### src/rv32_mem_pkg.sv
package rv32_mem_pkg;

  // Data and address width of the core
  localparam int XLEN = 32;
  // Word address on the bus covers byte address bits 31..2
  localparam int WB_ADR_W = 30;
  // One select bit per byte lane
  localparam int SEL_W = 4;
  // SRAM depth in words, anything at or above is out of range
  localparam int SRAM_WORDS = 1024;
  localparam int SRAM_AW = $clog2(SRAM_WORDS);

  typedef enum logic [1:0] {
    MEM_BYTE = 2'd0,
    MEM_HALF = 2'd1,
    MEM_WORD = 2'd2
  } mem_size_t;

  // Byte enables for a size at a given offset within the word
  function automatic logic [SEL_W-1:0] lane_sel(mem_size_t size, logic [1:0] off);
    case (size)
      MEM_BYTE: return SEL_W'(1) << off;
      MEM_HALF: return off[1] ? 4'b1100 : 4'b0011;
      default:  return 4'b1111;
    endcase
  endfunction

  // Half must sit on an even byte, word on a word boundary
  function automatic logic is_misaligned(mem_size_t size, logic [1:0] off);
    return ((size == MEM_HALF) && off[0]) || ((size == MEM_WORD) && (off != 2'b00));
  endfunction

  // Move the addressed lane down to bit 0, then sign or zero extend
  function automatic logic [XLEN-1:0] load_extend(logic [XLEN-1:0] word, logic [1:0] off,
                                                  mem_size_t size, logic is_unsigned);
    logic [XLEN-1:0] shifted;
    shifted = word >> {off, 3'b000};
    case (size)
      MEM_BYTE: return is_unsigned ? {{(XLEN-8){1'b0}}, shifted[7:0]}
                                   : {{(XLEN-8){shifted[7]}}, shifted[7:0]};
      MEM_HALF: return is_unsigned ? {{(XLEN-16){1'b0}}, shifted[15:0]}
                                   : {{(XLEN-16){shifted[15]}}, shifted[15:0]};
      default:  return shifted;
    endcase
  endfunction

endpackage

### src/wb_if.sv
interface wb_if;
  import rv32_mem_pkg::*;

  // Cycle framing, cyc follows stb on this bus
  logic                cyc;
  logic                stb;
  logic                we;
  logic [SEL_W-1:0]    sel;
  logic [WB_ADR_W-1:0] adr;
  logic [XLEN-1:0]     dat_w;
  // Slave response
  logic [XLEN-1:0]     dat_r;
  logic                ack;
  logic                err;
  // Four-phase request and grant toward the arbiter
  logic                bus_req;
  logic                bus_gnt;

  modport master (
    output cyc, stb, we, sel, adr, dat_w, bus_req,
    input  dat_r, ack, err, bus_gnt
  );

  modport slave (
    input  cyc, stb, we, sel, adr, dat_w, bus_req,
    output dat_r, ack, err, bus_gnt
  );

endinterface

### src/lsu_wb_master.sv
module lsu_wb_master (
  input  logic                          clk_i,
  input  logic                          rst_n_i,
  input  logic                          req_i,
  input  logic                          we_i,
  input  logic                          unsigned_i,
  input  rv32_mem_pkg::mem_size_t       size_i,
  input  logic [rv32_mem_pkg::XLEN-1:0] addr_i,
  input  logic [rv32_mem_pkg::XLEN-1:0] wdata_i,
  output logic                          ack_o,
  output logic                          err_o,
  output logic [rv32_mem_pkg::XLEN-1:0] rdata_o,
  wb_if.master                          bus
);
  import rv32_mem_pkg::*;

  typedef enum logic [2:0] {
    IDLE,
    REQ,
    CYCLE,
    DONE,
    RELEASE
  } lsu_state_t;

  lsu_state_t state_q;

  // Operands captured when the core request is accepted
  logic [XLEN-1:0] addr_q;
  logic [XLEN-1:0] wdata_q;
  mem_size_t       size_q;
  logic            we_q;
  logic            uns_q;
  logic            mis_q;

  // Single master view, cycle framing is just the strobe
  assign bus.cyc = bus.stb;

  // Control path
  always_ff @(posedge clk_i or negedge rst_n_i) begin
    if (!rst_n_i) begin
      state_q     <= IDLE;
      bus.bus_req <= 1'b0;
      bus.stb     <= 1'b0;
      bus.we      <= 1'b0;
      ack_o       <= 1'b0;
      err_o       <= 1'b0;
    end else begin
      case (state_q)
        IDLE: begin
          // Previous result no longer needed once a new access starts
          if (req_i) begin
            err_o   <= 1'b0;
            state_q <= REQ;
          end
        end
        REQ: begin
          if (!bus.bus_req) begin
            // Alignment is known here, bad accesses never reach the bus
            if (mis_q) begin
              ack_o   <= 1'b1;
              err_o   <= 1'b1;
              state_q <= DONE;
            end else begin
              bus.bus_req <= 1'b1;
            end
          end else if (bus.bus_gnt) begin
            bus.stb <= 1'b1;
            bus.we  <= we_q;
            state_q <= CYCLE;
          end
        end
        CYCLE: begin
          // Either response ends the cycle and the bus request
          if (bus.ack || bus.err) begin
            bus.stb     <= 1'b0;
            bus.we      <= 1'b0;
            bus.bus_req <= 1'b0;
            ack_o       <= 1'b1;
            err_o       <= bus.err;
            state_q     <= DONE;
          end
        end
        DONE: begin
          // Hold the result until the core drops its request
          if (!req_i) begin
            ack_o   <= 1'b0;
            state_q <= RELEASE;
          end
        end
        RELEASE: begin
          // Arbiter closes its half of the handshake
          if (!bus.bus_gnt) begin
            state_q <= IDLE;
          end
        end
        default: state_q <= IDLE;
      endcase
    end
  end

  // Operand, bus payload and load data registers
  always_ff @(posedge clk_i) begin
    if (state_q == IDLE && req_i) begin
      addr_q  <= addr_i;
      wdata_q <= wdata_i;
      size_q  <= size_i;
      we_q    <= we_i;
      uns_q   <= unsigned_i;
      mis_q   <= is_misaligned(size_i, addr_i[1:0]);
    end
    if (state_q == REQ && bus.bus_req && bus.bus_gnt) begin
      bus.adr   <= addr_q[XLEN-1:2];
      bus.sel   <= lane_sel(size_q, addr_q[1:0]);
      // Store data moves up onto the lanes it is written through
      bus.dat_w <= wdata_q << {addr_q[1:0], 3'b000};
    end
    if (state_q == CYCLE && bus.ack) begin
      rdata_o <= load_extend(bus.dat_r, addr_q[1:0], size_q, uns_q);
    end
  end

  // Strobe only while this master owns the bus
  a_stb_granted: assert property (@(posedge clk_i) disable iff (!rst_n_i)
    bus.stb |-> bus.bus_gnt);

  a_sel_nonzero: assert property (@(posedge clk_i) disable iff (!rst_n_i)
    bus.stb |-> (bus.sel != '0));

  // No completion without a pending core request
  a_ack_needs_req: assert property (@(posedge clk_i) disable iff (!rst_n_i)
    (!req_i && !ack_o) |=> !ack_o);

endmodule

### src/flat_wrapper.sv
// flat-port wrapper written by rule: the top's interface ports become plain ports
module lsu_wb_master_flat import rv32_mem_pkg::*;
  (clk_i, rst_n_i, req_i, we_i, unsigned_i, size_i, addr_i, wdata_i, ack_o, err_o, rdata_o, bus_cyc, bus_stb, bus_we, bus_sel, bus_adr, bus_dat_w, bus_bus_req, bus_dat_r, bus_ack, bus_err, bus_bus_gnt);
  wb_if bus_i ();
  input  logic clk_i;
  input  logic rst_n_i;
  input  logic req_i;
  input  logic we_i;
  input  logic unsigned_i;
  input  rv32_mem_pkg::mem_size_t size_i;
  input  logic [rv32_mem_pkg::XLEN-1:0] addr_i;
  input  logic [rv32_mem_pkg::XLEN-1:0] wdata_i;
  output logic ack_o;
  output logic err_o;
  output logic [rv32_mem_pkg::XLEN-1:0] rdata_o;
  output wire logic [$bits(bus_i.cyc)-1:0] bus_cyc;
  output wire logic [$bits(bus_i.stb)-1:0] bus_stb;
  output wire logic [$bits(bus_i.we)-1:0] bus_we;
  output wire logic [$bits(bus_i.sel)-1:0] bus_sel;
  output wire logic [$bits(bus_i.adr)-1:0] bus_adr;
  output wire logic [$bits(bus_i.dat_w)-1:0] bus_dat_w;
  output wire logic [$bits(bus_i.bus_req)-1:0] bus_bus_req;
  input wire logic [$bits(bus_i.dat_r)-1:0] bus_dat_r;
  input wire logic [$bits(bus_i.ack)-1:0] bus_ack;
  input wire logic [$bits(bus_i.err)-1:0] bus_err;
  input wire logic [$bits(bus_i.bus_gnt)-1:0] bus_bus_gnt;
  assign bus_cyc = bus_i.cyc;
  assign bus_stb = bus_i.stb;
  assign bus_we = bus_i.we;
  assign bus_sel = bus_i.sel;
  assign bus_adr = bus_i.adr;
  assign bus_dat_w = bus_i.dat_w;
  assign bus_bus_req = bus_i.bus_req;
  assign bus_i.dat_r = bus_dat_r;
  assign bus_i.ack = bus_ack;
  assign bus_i.err = bus_err;
  assign bus_i.bus_gnt = bus_bus_gnt;
  lsu_wb_master u_core (.clk_i(clk_i), .rst_n_i(rst_n_i), .req_i(req_i), .we_i(we_i), .unsigned_i(unsigned_i), .size_i(size_i), .addr_i(addr_i), .wdata_i(wdata_i), .ack_o(ack_o), .err_o(err_o), .rdata_o(rdata_o), .bus(bus_i));
endmodule
### config.mk
export PLATFORM = sky130hd
export DESIGN_NAME = lsu_wb_master_flat
export DESIGN_NICKNAME = d
export VERILOG_FILES = /design/src/rv32_mem_pkg.sv /design/src/wb_if.sv /design/src/lsu_wb_master.sv /design/src/flat_wrapper.sv
export SDC_FILE = /design/constraint.sdc
export NUM_CORES = 1
export LEC_CHECK = 0
export BUFFER_PORTS_ARGS = -buffer_cell sky130_fd_sc_hd__buf_2
export CAP_MARGIN = 10
export CORE_AREA = 2 2 114 116
export CTS_CLUSTER_SIZE = 24
export DETAILED_ROUTE_END_ITERATION = 12
export DIE_AREA = 0 0 116 118
export GPL_ROUTABILITY_DRIVEN = 0
export HOLD_SLACK_MARGIN = 0.12
export MAX_ROUTING_LAYER = met4
export PLACE_DENSITY = 0.94
export SYNTH_ARGS = -nofsm -noshare
export SYNTH_HDL_FRONTEND = slang
export SYNTH_SLANG_ARGS = --single-unit
### constraint.sdc
create_clock -name clk_i -period 5.5 [get_ports clk_i]
set_input_delay 0.275 -clock clk_i [delete_from_list [all_inputs] [get_ports clk_i]]
set_output_delay 0.275 -clock clk_i [all_outputs]
set_load 0.05 [all_outputs]
==> results of run 1 <==
-- critical path, cell delays in order, from the launching register on --
cell	delay, ps
edfxtp_1	1180
buf_4	530
nor2b_1	330
buf_4	280
a21oi_1	90
o21ai_0	90
and2_1	180
-- cells by family after synthesis --
logic type,Yosys count
xor+xnor,1
flops,175
compound gates,84
buf+inv,28
simple gates,100
mux,36
-- cell usage in the layout (no fill, tap or decap), types with 8 or more instances in the layout --
cell           count
mux2i_1           34
o21ai_0           28
dfrtp_1            8
edfxtp_1         167
nor2b_1           18
dlygate4sd3_1     70
buf_2            209
nor2_1            17
a21oi_1           23
and2_1            16
a211oi_1          15
nand2_1           35
clkbuf_16         17
-- worst max path at each step --
stage / to / depth (start not counted)
after floorplan: u_core.bus.we / 4
after global placement: u_core.rdata_o[30] / 5
after detailed placement: u_core.rdata_o[31] / 5
after CTS: u_core.rdata_o[26] / 5
after global routing: u_core.rdata_o[14] / 6
final: u_core.rdata_o[10] / 6
-- power groups by stage --
| stage | sequential, W | clock [W] | combinational (W) |
|---|---|---|---|
| 5_1_grt | 0.00193 | 0.00130 | 0.00115 |
| 3_3_place_gp | 0.00191 | 0 | 0.000979 |
| 2_1_floorplan | 0.00226 | 0 | 0.000423 |
| 3_5_place_dp | 0.00192 | 0 | 0.00102 |
| 6_report | 0.00191 | 0.00123 | 0.00108 |
| 4_1_cts | 0.00190 | 0.00124 | 0.00107 |
-- flip-flops by register name (all words and copies together) (netlist names), 2 cells and up --
register / flops
u_core.state_q: 3
u_core.size_q: 2
u_core.bus.dat_w: 32
u_core.addr_q: 32
u_core.rdata_o: 32
u_core.bus.sel: 4
u_core.wdata_q: 32
u_core.bus.adr: 30
-- synthesized netlist by cell type, types with 2 or more instances --
| library cell | n |
|---|---|
| a21oi_1 | 23 |
| nand2b_1 | 3 |
| buf_2 | 11 |
| and3_1 | 3 |
| nor2b_1 | 18 |
| buf_6 | 2 |
| dfrtp_1 | 8 |
| o21bai_1 | 3 |
| nand2_1 | 35 |
| and2_1 | 16 |
| a21o_1 | 3 |
| edfxtp_1 | 167 |
| a211oi_1 | 15 |
| mux2_2 | 2 |
| nor2_1 | 17 |
| o21ai_0 | 28 |
| clkbuf_1 | 8 |
| o21a_1 | 2 |
| inv_1 | 5 |
| mux2i_1 | 34 |
| nand3_1 | 4 |
-- cell type report --
| class | instances | area [sq um] |
|---|---|---|
| Clock inverter | 15 | 174 |
| Inverter | 5 | 18.8 |
| Multi-Input combinational cell | 221 | 1380 |
| Clock buffer | 17 | 425 |
| Timing Repair Buffer | 285 | 1790 |
| Antenna cell | 1 | 2.50 |
| Fill cell | 731 | 3190 |
| Sequential cell | 175 | 5220 |
| Tap cell | 172 | 215 |
-- through the flow --
stage,hold slack (ps),total power [W],instance area (sq um)
5_1_grt,164,0.00437,9230
4_1_cts,138,0.00421,9220
3_3_place_gp,120,0.00289,7920
6_report,162,0.00422,9230
3_5_place_dp,132,0.00294,7920
2_1_floorplan,-20.6,0.00268,6730
-- per-layer routing --
metal	up-vias	global-route usage [%]
met2	286	46.6
li1	2160	-
met5	-	-
met1	2287	29.3
met4	0	12.0
met3	56	6.39
==> metrics.log, run 1 <==
[metrics] number of H-tree levels: 4
[metrics] post-synthesis mux area share: 5.39%
[metrics] Fmax: 0.349 GHz
[metrics] RR Endpoint: u_core.rdata_o[10]
[metrics] flop and latch count out of synthesis: 175
[metrics] Post-Synthesis Cell Area: 6730 sq um
[metrics] antenna-violating nets left: 0
[metrics] adder and majority cell fraction of the synthesized area: 0%
[metrics] worst min-delay path class: in -> reg
[metrics] headroom to the max-slew limit: 16.8%
[metrics] share of the synthesized area in compound gates (AO/OA/AOI/OAI): 7.53%
[metrics] Avg Cell Area, Syn: 15.9 sq um
[metrics] required time of the worst setup path: 5780 ps
[metrics] total met2 wirelength after detailed routing: 9.57 mm
[metrics] per-cell via count in the routed design: 5.37
[metrics] Starting DRT DRC Count: 495
[metrics] die outline height: 118 microns
[metrics] number of global-route vias before repair: 5050
[metrics] NetSw: 0.00146 W
[metrics] synth warn: 0
[metrics] fraction of power consumed by the clock network: 29.2%
[metrics] hold endpoint: u_core.rdata_o[28]
[metrics] top-area cell type share of the netlist area: 74.5%
[metrics] worst reg2reg setup slack: 2640 ps
[metrics] most common flop cell mapped by yosys: edfxtp_1
[metrics] chip width: 116 microns
[metrics] Post-CTS Hold Fix Bufs: 70
[metrics] Remaining DRCs: 0
[metrics] power density over the cells: 458 nW/um^2
[metrics] status: finished, final reports clean
[metrics] routed wire length: 17.5 mm
[metrics] Internal: 0.00276 W
[metrics] Sw Share: 34.6%
[metrics] synthesized-area fraction occupied by and/or/nand/nor cells: 7.45%
[metrics] # Post-CTS Setup Buffers: 0
[metrics] Final Net Count: 811
[metrics] TNS Setup: 0 ps
[metrics] Detailed Routing Iterations Pass 1: 5
[metrics] wire length of the first global-routing pass: 26.6 mm
[metrics] total of cells resized after clock tree synthesis: 0
[metrics] Worst IR Drop VDD: 0.320 mV
[metrics] Worst-Margin Slew: 1250 ps
[metrics] unrepaired setup endpoints after global routing: no
[metrics] final clock skew: 8.28 ps
[metrics] Lkg Pwr: 3.70 nW
[metrics] clock insertion delay at the later pin of the skew report: 420 ps
[metrics] clk sinks: 175
[metrics] Critical Path Start: u_core.addr_q[0]
[metrics] placed instance count: 788
[metrics] DPL Wire Length: 10.3 mm
[metrics] Clk pin slew, worst setup/hold paths: 70 ps
[metrics] Setup Crit Path Kind: reg -> reg
[metrics] Post-Layout Cell Count: 891
[metrics] EDFF count, synth: 167
[metrics] post-placement setup slack: 2780 ps
[metrics] boundary pin count: 210
[metrics] CTS Buf Count: 17
[metrics] worst r2r path cells: 6
[metrics] fraction of final layout cells sized beyond drive strength 1: 35.1%
[metrics] Root Buffer: clkbuf_16
[metrics] proportion of power drawn by flip-flops and latches: 45.1%
[metrics] Synth Instances: 424
[metrics] data arrival time at the worst-slack endpoint: 3140 ps
[metrics] Top Metal Used: met4
[metrics] wl on met1: 6.03 mm
[metrics] final hold violation count: 0
[metrics] initial standard-cell utilization of the core: 54.2%
[metrics] Max Slew Vio Count: 0
[metrics] post-layout minimum cycle time: 2860 ps
[metrics] maximum count of clock buffers along a single path: 2
[metrics] maximum fanout along the worst path: 37
[metrics] sequential cell area fraction in the yosys report: 77.5%
[metrics] routed length per placed instance: 19.6 microns
[metrics] Worst Min Path Start: bus_dat_r[28]
[metrics] syn_nets: 530
[metrics] total track usage: 27.0%
[metrics] wire length on met3: 1.30 mm
[metrics] startpoint of the most critical register-to-register path: u_core.addr_q[0]
[metrics] number of buffers inserted by port buffering: 209
[metrics] area growth from synthesis to final layout: 37.0%
[metrics] post-synthesis xor/xnor area fraction: 0.130%
[metrics] Setup violations, final: 0
[metrics] post-route fraction of the period consumed by the critical path: 52.0%
[metrics] number of library cell types mapped by synthesis: 38
[metrics] asr flop ratio synth: 4.57%
[metrics] core footprint: 12400 sq um
[metrics] largest family of logic cells by synthesized area: compound AO/OA/AOI/OAI gates
[metrics] count of max-cap constraint violations: 0
[metrics] sum of overflow across all layers after global routing: 0
[metrics] Critical Path Start Type: flip-flop
[metrics] pin count of the biggest net entering global routing: 70
[metrics] post-layout util: 74.3%
[metrics] number of antenna violations at the first check in global routing: 1
[metrics] overall via count from detail_route: 4789
[metrics] worst hold path cell count: 3
[metrics] synth top area cells: edfxtp_1 (74%), mux2i_1 (5.1%), dfrtp_1 (3.0%)
[metrics] share of total power in combinational logic: 25.6%
[metrics] Crit. End Element: flip-flop
[metrics] Row Count: 41
[metrics] area of the die: 13700 sq um
[metrics] clock tree from TritonCTS: done
[metrics] final setup margin: 2640 ps
[metrics] cell accounting for the most synthesized area: edfxtp_1
(Power assumes the default switching activity.)
==> run 2, diff against run 1 <==
- CORE_AREA: 2 2 114 116 -> 2 2 118 120
- DIE_AREA: 0 0 116 118 -> 0 0 120 122
- PLACE_DENSITY: 0.94 -> 0.89
- clock period: 5.5 -> 2.65 ns (I/O delays scaled with it)
==> run 2 against run 1 <==
  * Clock power is 94% higher
  * Sequential share of layout area is 0.79 points lower
  * Worst hold slack worse by 21 ps
  * Via count is 0.79% lower
  * Total power is 100% higher
  * Cell count is 2.6% higher
  * Sequential cell count stayed put
  * Combinational power is 110% higher
  * Register-to-register slack worse by 2100 ps
  * Sequential power is 100% higher
  * First-iteration DRC count is 23% lower
  * Die area is 7.0% higher
  * Largest cell class unchanged
==> metrics.log, run 2 (synthesis gave the netlist of run 1 again) <==
[metrics] status: finished, final reports clean
[metrics] chip width: 120 microns
[metrics] sum of overflow across all layers after global routing: 0
[metrics] Final Net Count: 827
[metrics] clock tree from TritonCTS: done
[metrics] die outline height: 122 microns
[metrics] post-layout util: 69.3%
[metrics] stage delay of the slowest cell on the critical path: 580 ps
[metrics] fraction of power consumed by the clock network: 27.8%
[metrics] antenna-violating nets left: 0
[metrics] core footprint: 13500 sq um
[metrics] Sw Share: 34.3%
[metrics] routed wire length: 16.8 mm
[metrics] maximum count of clock buffers along a single path: 2
[metrics] headroom to the max-slew limit: 54.3%
[metrics] proportion of power drawn by flip-flops and latches: 45.4%
[metrics] post-layout minimum cycle time: 2150 ps
[metrics] Root Buffer: clkbuf_16
[metrics] unrepaired setup endpoints after global routing: no
[metrics] area of the die: 14600 sq um
[metrics] number of global-route vias before repair: 4865
[metrics] total of cells resized after clock tree synthesis: 0
[metrics] overall via count from detail_route: 4751
[metrics] Starting DRT DRC Count: 380
[metrics] commonest cells after routing, fill and taps aside: buf_2 (209), edfxtp_1 (167), dlygate4sd3_1 (83)
[metrics] area growth from synthesis to final layout: 39.0%
[metrics] Row Count: 43
[metrics] CTS Buf Count: 17
[metrics] number of buffers inserted by port buffering: 209
[metrics] number of antenna violations at the first check in global routing: 0
[metrics] clk sinks: 175
[metrics] power density over the cells: 920 nW/um^2
[metrics] Critical Path Start Type: flip-flop
[metrics] Fmax: 0.464 GHz
[metrics] worst min-delay path class: in -> reg
[metrics] fraction of final layout cells sized beyond drive strength 1: 34.3%
[metrics] per-cell via count in the routed design: 5.20
[metrics] Remaining DRCs: 0
[metrics] initial standard-cell utilization of the core: 49.9%
[metrics] Worst IR Drop VDD: 0.558 mV
[metrics] required time of the worst setup path: 2820 ps
[metrics] data arrival time at the worst-slack endpoint: 2330 ps
[metrics] routed length per placed instance: 18.4 microns
[metrics] total track usage: 24.0%
[metrics] final hold violation count: 0
[metrics] post-route fraction of the period consumed by the critical path: 81.3%
[metrics] DPL Wire Length: 10.3 mm
[metrics] Clk pin slew, worst setup/hold paths: 70 ps
[metrics] TNS Setup: 0 ps
[metrics] total chip power: 0.00861 W
[metrics] number of diodes: 0
[metrics] Lkg Pwr: 3.75 nW
[metrics] share of total power in combinational logic: 26.8%
[metrics] Max Slew Vio Count: 0
[metrics] Internal: 0.00565 W
[metrics] NetSw: 0.00296 W
[metrics] Setup Crit Path Kind: reg -> reg
[metrics] Critical Path, Cell by Cell: buf_4 -> mux2i_1 -> a21oi_1 -> dlygate4sd3_1
[metrics] critical path's slowest cell: dlygate4sd3_1
[metrics] count of max-cap constraint violations: 0
[metrics] Worst-Margin Slew: 685 ps
[metrics] Setup violations, final: 0
[metrics] pin count of the biggest net entering global routing: 70
[metrics] wire length of the first global-routing pass: 25.4 mm
[metrics] Crit. End Element: flip-flop
[metrics] number of H-tree levels: 4
[metrics] Detailed Routing Iterations Pass 1: 5
[metrics] leading cell type in the layout, fill and taps excluded: buf_2
[metrics] clock insertion delay at the later pin of the skew report: 420 ps
[metrics] maximum fanout along the worst path: 28
[metrics] boundary pin count: 210
[metrics] # Post-CTS Setup Buffers: 0
[metrics] final clock skew: 6.67 ps
## run 2: cell count changes in the layout (fill, tap and decap cells not counted)
| cell | change |
|---|---|
| dlygate4sd3_1 | +13 |
| buf_4 | +2 |
| bufinv_16 | -1 |
| buf_12 | +1 |
| inv_8 | -2 |
| clkbuf_1 | +2 |
| diode_2 | -1 |
| clkinv_1 | +1 |
## run 2: what timing repair did
action / 4_1_cts / 5_1_grt
hold buffers: 83 / 0
endpoints found under the hold margin: 92 / 0
setup endpoints to repair: 0 / 0
## run 2: power groups by stage
stage	clock [W]	combinational, W	sequential [W]
3_3_place_gp	0	0.00211	0.00392
3_5_place_dp	0	0.00218	0.00396
4_1_cts	0.00241	0.00229	0.00390
2_1_floorplan	0	0.000879	0.00467
6_report	0.00239	0.00231	0.00391
5_1_grt	0.00253	0.00245	0.00395
## run 2: worst max-delay path: cells and delay by family (launching register included)
family / cells / cell delay (ps)
mux: 1 / 300
compound gates: 1 / 100
buf+inv: 2 / 980
flops: 1 / 520
## run 2: through the flow
stage | instances | hold slack, ps | cell area, sq um | worst slack [ps]
CTS | 914 | 128 | 9360 | 537
floorplan | 424 | -163 | 6740 | 517
global placement | 799 | -24.7 | 7970 | 835
detailed placement | 799 | -16.8 | 7970 | 752
finish | 914 | 141 | 9360 | 496
global route | 914 | 146 | 9360 | 410
## run 2: path summary, 6_finish.rpt
kind | start | endpoint | slack, ps | depth (start not counted)
setup / recovery | u_core.addr_q[1] | u_core.rdata_o[5] | 500 | 4
hold / removal | bus_err | u_core.err_o | 140 | 4
setup reg to reg | u_core.addr_q[1] | u_core.rdata_o[5] | 500 | 4
hold reg to reg | u_core.addr_q[14] | u_core.bus.adr[12] | 420 | 0
max in group asynchronous | rst_n_i | u_core.bus.bus_req | 1720 | 3
min in group asynchronous | rst_n_i | u_core.err_o | 670 | 3
## run 2: final cells by class
| type | instances | area [sq um] |
|---|---|---|
| clock inverter | 13 | 125 |
| inverter | 5 | 18.8 |
| sequential | 175 | 5220 |
| tap | 180 | 225 |
| timing repair buffer | 301 | 1960 |
| clock buffer | 19 | 433 |
| fill | 881 | 4150 |
| multi-input combinational | 221 | 1380 |
## run 2: per-layer routing
| metal | wire, microns | part of all wire, % | GRT usage (%) |
|---|---|---|---|
| met5 | 0 | 0 | - |
| met2 | 8800 | 52 | 40.6 |
| met4 | 382 | 2.3 | 9.93 |
| met1 | 6500 | 39 | 27.6 |
| met3 | 1150 | 6.8 | 5.95 |
==> run 3, diff against run 2 <==
- ABC_AREA: default -> 1
- clock period: 2.65 -> 2.12 ns (I/O delays scaled with it)
==> run 3 against run 2 <==
  * Combinational power increased by 39%
  * Global-route usage rose by 1.8 points
  * Area after synthesis barely moved
  * First-iteration DRC count is 60% higher
  * Critical endpoint is now u_core.bus.bus_req
  * Via count increased by 12%
  * Clock-buffer cell count unchanged
==> metrics.log, run 3 <==
[metrics] status: finished, final reports clean
[metrics] asr flop ratio synth: 4.57%
[metrics] number of diodes: 0
[metrics] syn_nets: 611
[metrics] hold endpoint: u_core.rdata_o[19]
[metrics] worst reg2reg setup slack: 120 ps
[metrics] worst path bufs/invs: 2
[metrics] die outline height: 122 microns
[metrics] Fmax: 0.500 GHz
[metrics] Detailed Routing Iterations Pass 1: 8
[metrics] maximum fanout along the worst path: 7
[metrics] post-placement setup slack: 343 ps
[metrics] DPL Wire Length: 11.2 mm
[metrics] number of buffers inserted by port buffering: 209
[metrics] headroom to the max-slew limit: 54.7%
[metrics] Remaining DRCs: 0
[metrics] Critical Path Start Type: flip-flop
[metrics] power density over the cells: 1150 nW/um^2
[metrics] area growth from synthesis to final layout: 42.7%
[metrics] post-layout minimum cycle time: 2000 ps
[metrics] chip width: 120 microns
[metrics] initial standard-cell utilization of the core: 49.8%
[metrics] area of the die: 14600 sq um
[metrics] final hold violation count: 0
[metrics] Lkg Pwr: 4.05 nW
[metrics] CTS Buf Count: 17
[metrics] routed wire length: 18.2 mm
[metrics] worst r2r path cells: 7
[metrics] Avg Cell Area, Syn: 13.3 sq um
[metrics] data arrival time at the worst-slack endpoint: 2290 ps
[metrics] clk sinks: 175
[metrics] final setup margin: 119 ps
[metrics] leading cell type by number of instances after synthesis: edfxtp_1
[metrics] number of global-route vias before repair: 5387
[metrics] Crit. End Element: flip-flop
[metrics] boundary pin count: 210
[metrics] most repeated library cell on the critical path: nand2_1
[metrics] critical path's slowest cell: dlygate4sd3_1
[metrics] global-route met1 utilization: 27.8%
[metrics] Row Count: 43
[metrics] sum of overflow across all layers after global routing: 0
[metrics] Worst-Margin Slew: 679 ps
[metrics] required time of the worst setup path: 2410 ps
[metrics] pin count of the biggest net entering global routing: 70
[metrics] number of library cell types mapped by synthesis: 23
[metrics] delay-heaviest family, CP: buffers and inverters
[metrics] total track usage: 25.8%
[metrics] unrepaired setup endpoints after global routing: no
[metrics] top-area cell type share of the netlist area: 74.5%
[metrics] Clk pin slew, worst setup/hold paths: 60 ps
[metrics] core footprint: 13500 sq um
[metrics] Final Net Count: 929
[metrics] Root Buffer: clkbuf_16
[metrics] number of antenna violations at the first check in global routing: 0
[metrics] met2 demand-to-capacity share in global routing: 44.0%
[metrics] wire length of the first global-routing pass: 27.3 mm
[metrics] per-cell via count in the routed design: 5.25
[metrics] leading cell type in the layout, fill and taps excluded: buf_2
[metrics] flop and latch count out of synthesis: 175
[metrics] count of max-cap constraint violations: 0
[metrics] overall via count from detail_route: 5329
[metrics] antenna-violating nets left: 0
[metrics] fraction of final layout cells sized beyond drive strength 1: 31.6%
[metrics] maximum count of clock buffers along a single path: 2
[metrics] Setup Crit Path Kind: reg -> reg
[metrics] routed length per placed instance: 17.9 microns
[metrics] startpoint of the most critical register-to-register path: u_core.state_q[2]
[metrics] stage delay of the slowest cell on the critical path: 640 ps
[metrics] final clock skew: 4.68 ps
[metrics] Fin Hold WS: 181 ps
[metrics] Synth Instances: 505
[metrics] Max Slew Vio Count: 0
[metrics] most common flop cell mapped by yosys: edfxtp_1
[metrics] worst hold path cell count: 5
[metrics] cell accounting for the most synthesized area: edfxtp_1
[metrics] fill cell total of the finished layout: 876
[metrics] Synth top cells by count: edfxtp_1 (167), nand2_1 (116), inv_1 (46)
[metrics] Worst Min Path Start: bus_dat_r[27]
[metrics] sequential cell area fraction in the yosys report: 77.5%
[metrics] synth warn: 0
[metrics] synth top area cells: edfxtp_1 (75%), nand2_1 (6.5%), dfrtp_1 (3.0%)
[metrics] number of H-tree levels: 4
[metrics] clock insertion delay at the later pin of the skew report: 420 ps
[metrics] RR Endpoint: u_core.bus.bus_req
[metrics] post-route fraction of the period consumed by the critical path: 94.4%
[metrics] Starting DRT DRC Count: 608
[metrics] Critical Path, Cell by Cell: inv_1 -> nand2_1 -> nor2_2 -> o21ai_0 -> dlygate4sd3_1 -> nand3_1 -> nand2_1
[metrics] met3 capacity usage during global routing: 6.51%
[metrics] commonest cells after routing, fill and taps aside: buf_2 (209), edfxtp_1 (167), nand2_1 (116)
[metrics] worst min-delay path class: in -> reg
[metrics] clock tree from TritonCTS: done
[metrics] Setup violations, final: 0
[metrics] GR peak layer: met2
[metrics] Worst IR Drop VDD: 0.662 mV
[metrics] EDFF count, synth: 167
[metrics] Post-Synthesis Cell Area: 6730 sq um
[run 3: cell families after synthesis]
kind of cell / Yosys count / synth area share, %
AOI/OAI and AO/OA: 60 / 5.54
buffers and inverters: 67 / 4.22
DFF: 175 / 77.5
and+or+nand+nor: 203 / 12.7
[run 3: stage by stage]
step           instances  total power (W)  util (%)  cell area [sq um]  setup TNS, ps
2_1_floorplan        505          0.00703         -               6760         -75390
3_3_place_gp         888          0.00776      59.8               8080              0
3_5_place_dp         888          0.00784      59.8               8080              0
4_1_cts             1015           0.0110      71.0               9590              0
5_1_grt             1015           0.0115      71.1               9600              0
6_report            1015           0.0110      71.1               9600              0
[run 3: worst reg2reg max path, delay by kind of cell (launching register included)]
kind | cells | cell delay, ps
DFF | 1 | 460
AOI/OAI and AO/OA | 1 | 190
buffers and inverters | 2 | 790
and+or+nand+nor | 4 | 440
[run 3: area by class of cell]
cell class	instances	area (sq um)	share of cell area [%]
flip-flops and latches	175	5220	54.3
repair buffers	319	2160	22.5
multi-input cells	263	1260	13.2
clock buffers	19	433	4.51
well taps	180	225	2.35
inverters	47	180	1.88
clock inverters	12	121	1.26
[run 3: repair_timing]
action / in CTS / in global routing
hold buffers: 96 / 0
setup endpoints to repair: 0 / 9
endpoints found under the hold margin: 95 / 0
resized for setup: 0 / 3
setup buffers: 0 / 0
[run 3: report_power, final]
group          switching (W)  internal (W)  total, W
clock                0.00125       0.00171   0.00296
combinational        0.00235      0.000859   0.00321
sequential          0.000276       0.00460   0.00488
total                0.00387       0.00718    0.0110
[run 3: per-layer routing]
| layer | share of wire [%] | routed length, microns | up-vias |
|---|---|---|---|
| met2 | 51 | 9260 | 381 |
| met3 | 9.0 | 1640 | 94 |
| met1 | 35 | 6440 | 2435 |
| met4 | 4.5 | 814 | 0 |
| met5 | 0 | 0 | - |
| li1 | - | - | 2419 |
[run 3: how the worst max path moves through the flow]
| stage | cells after the start | to | start | slack [ps] |
|---|---|---|---|---|
| after detailed placement | 6 | u_core.bus.dat_w[19] | u_core.state_q[2] | 340 |
| after CTS | 5 | u_core.rdata_o[2] | u_core.addr_q[1] | 70 |
| after floorplan | 2 | u_core.addr_q[0] | u_core.state_q[1] | -1090 |
| final | 7 | u_core.bus.bus_req | u_core.state_q[2] | 120 |
| after global routing | 5 | u_core.rdata_o[0] | u_core.addr_q[1] | 40 |
| after global placement | 6 | u_core.bus.dat_w[27] | u_core.state_q[2] | 400 |
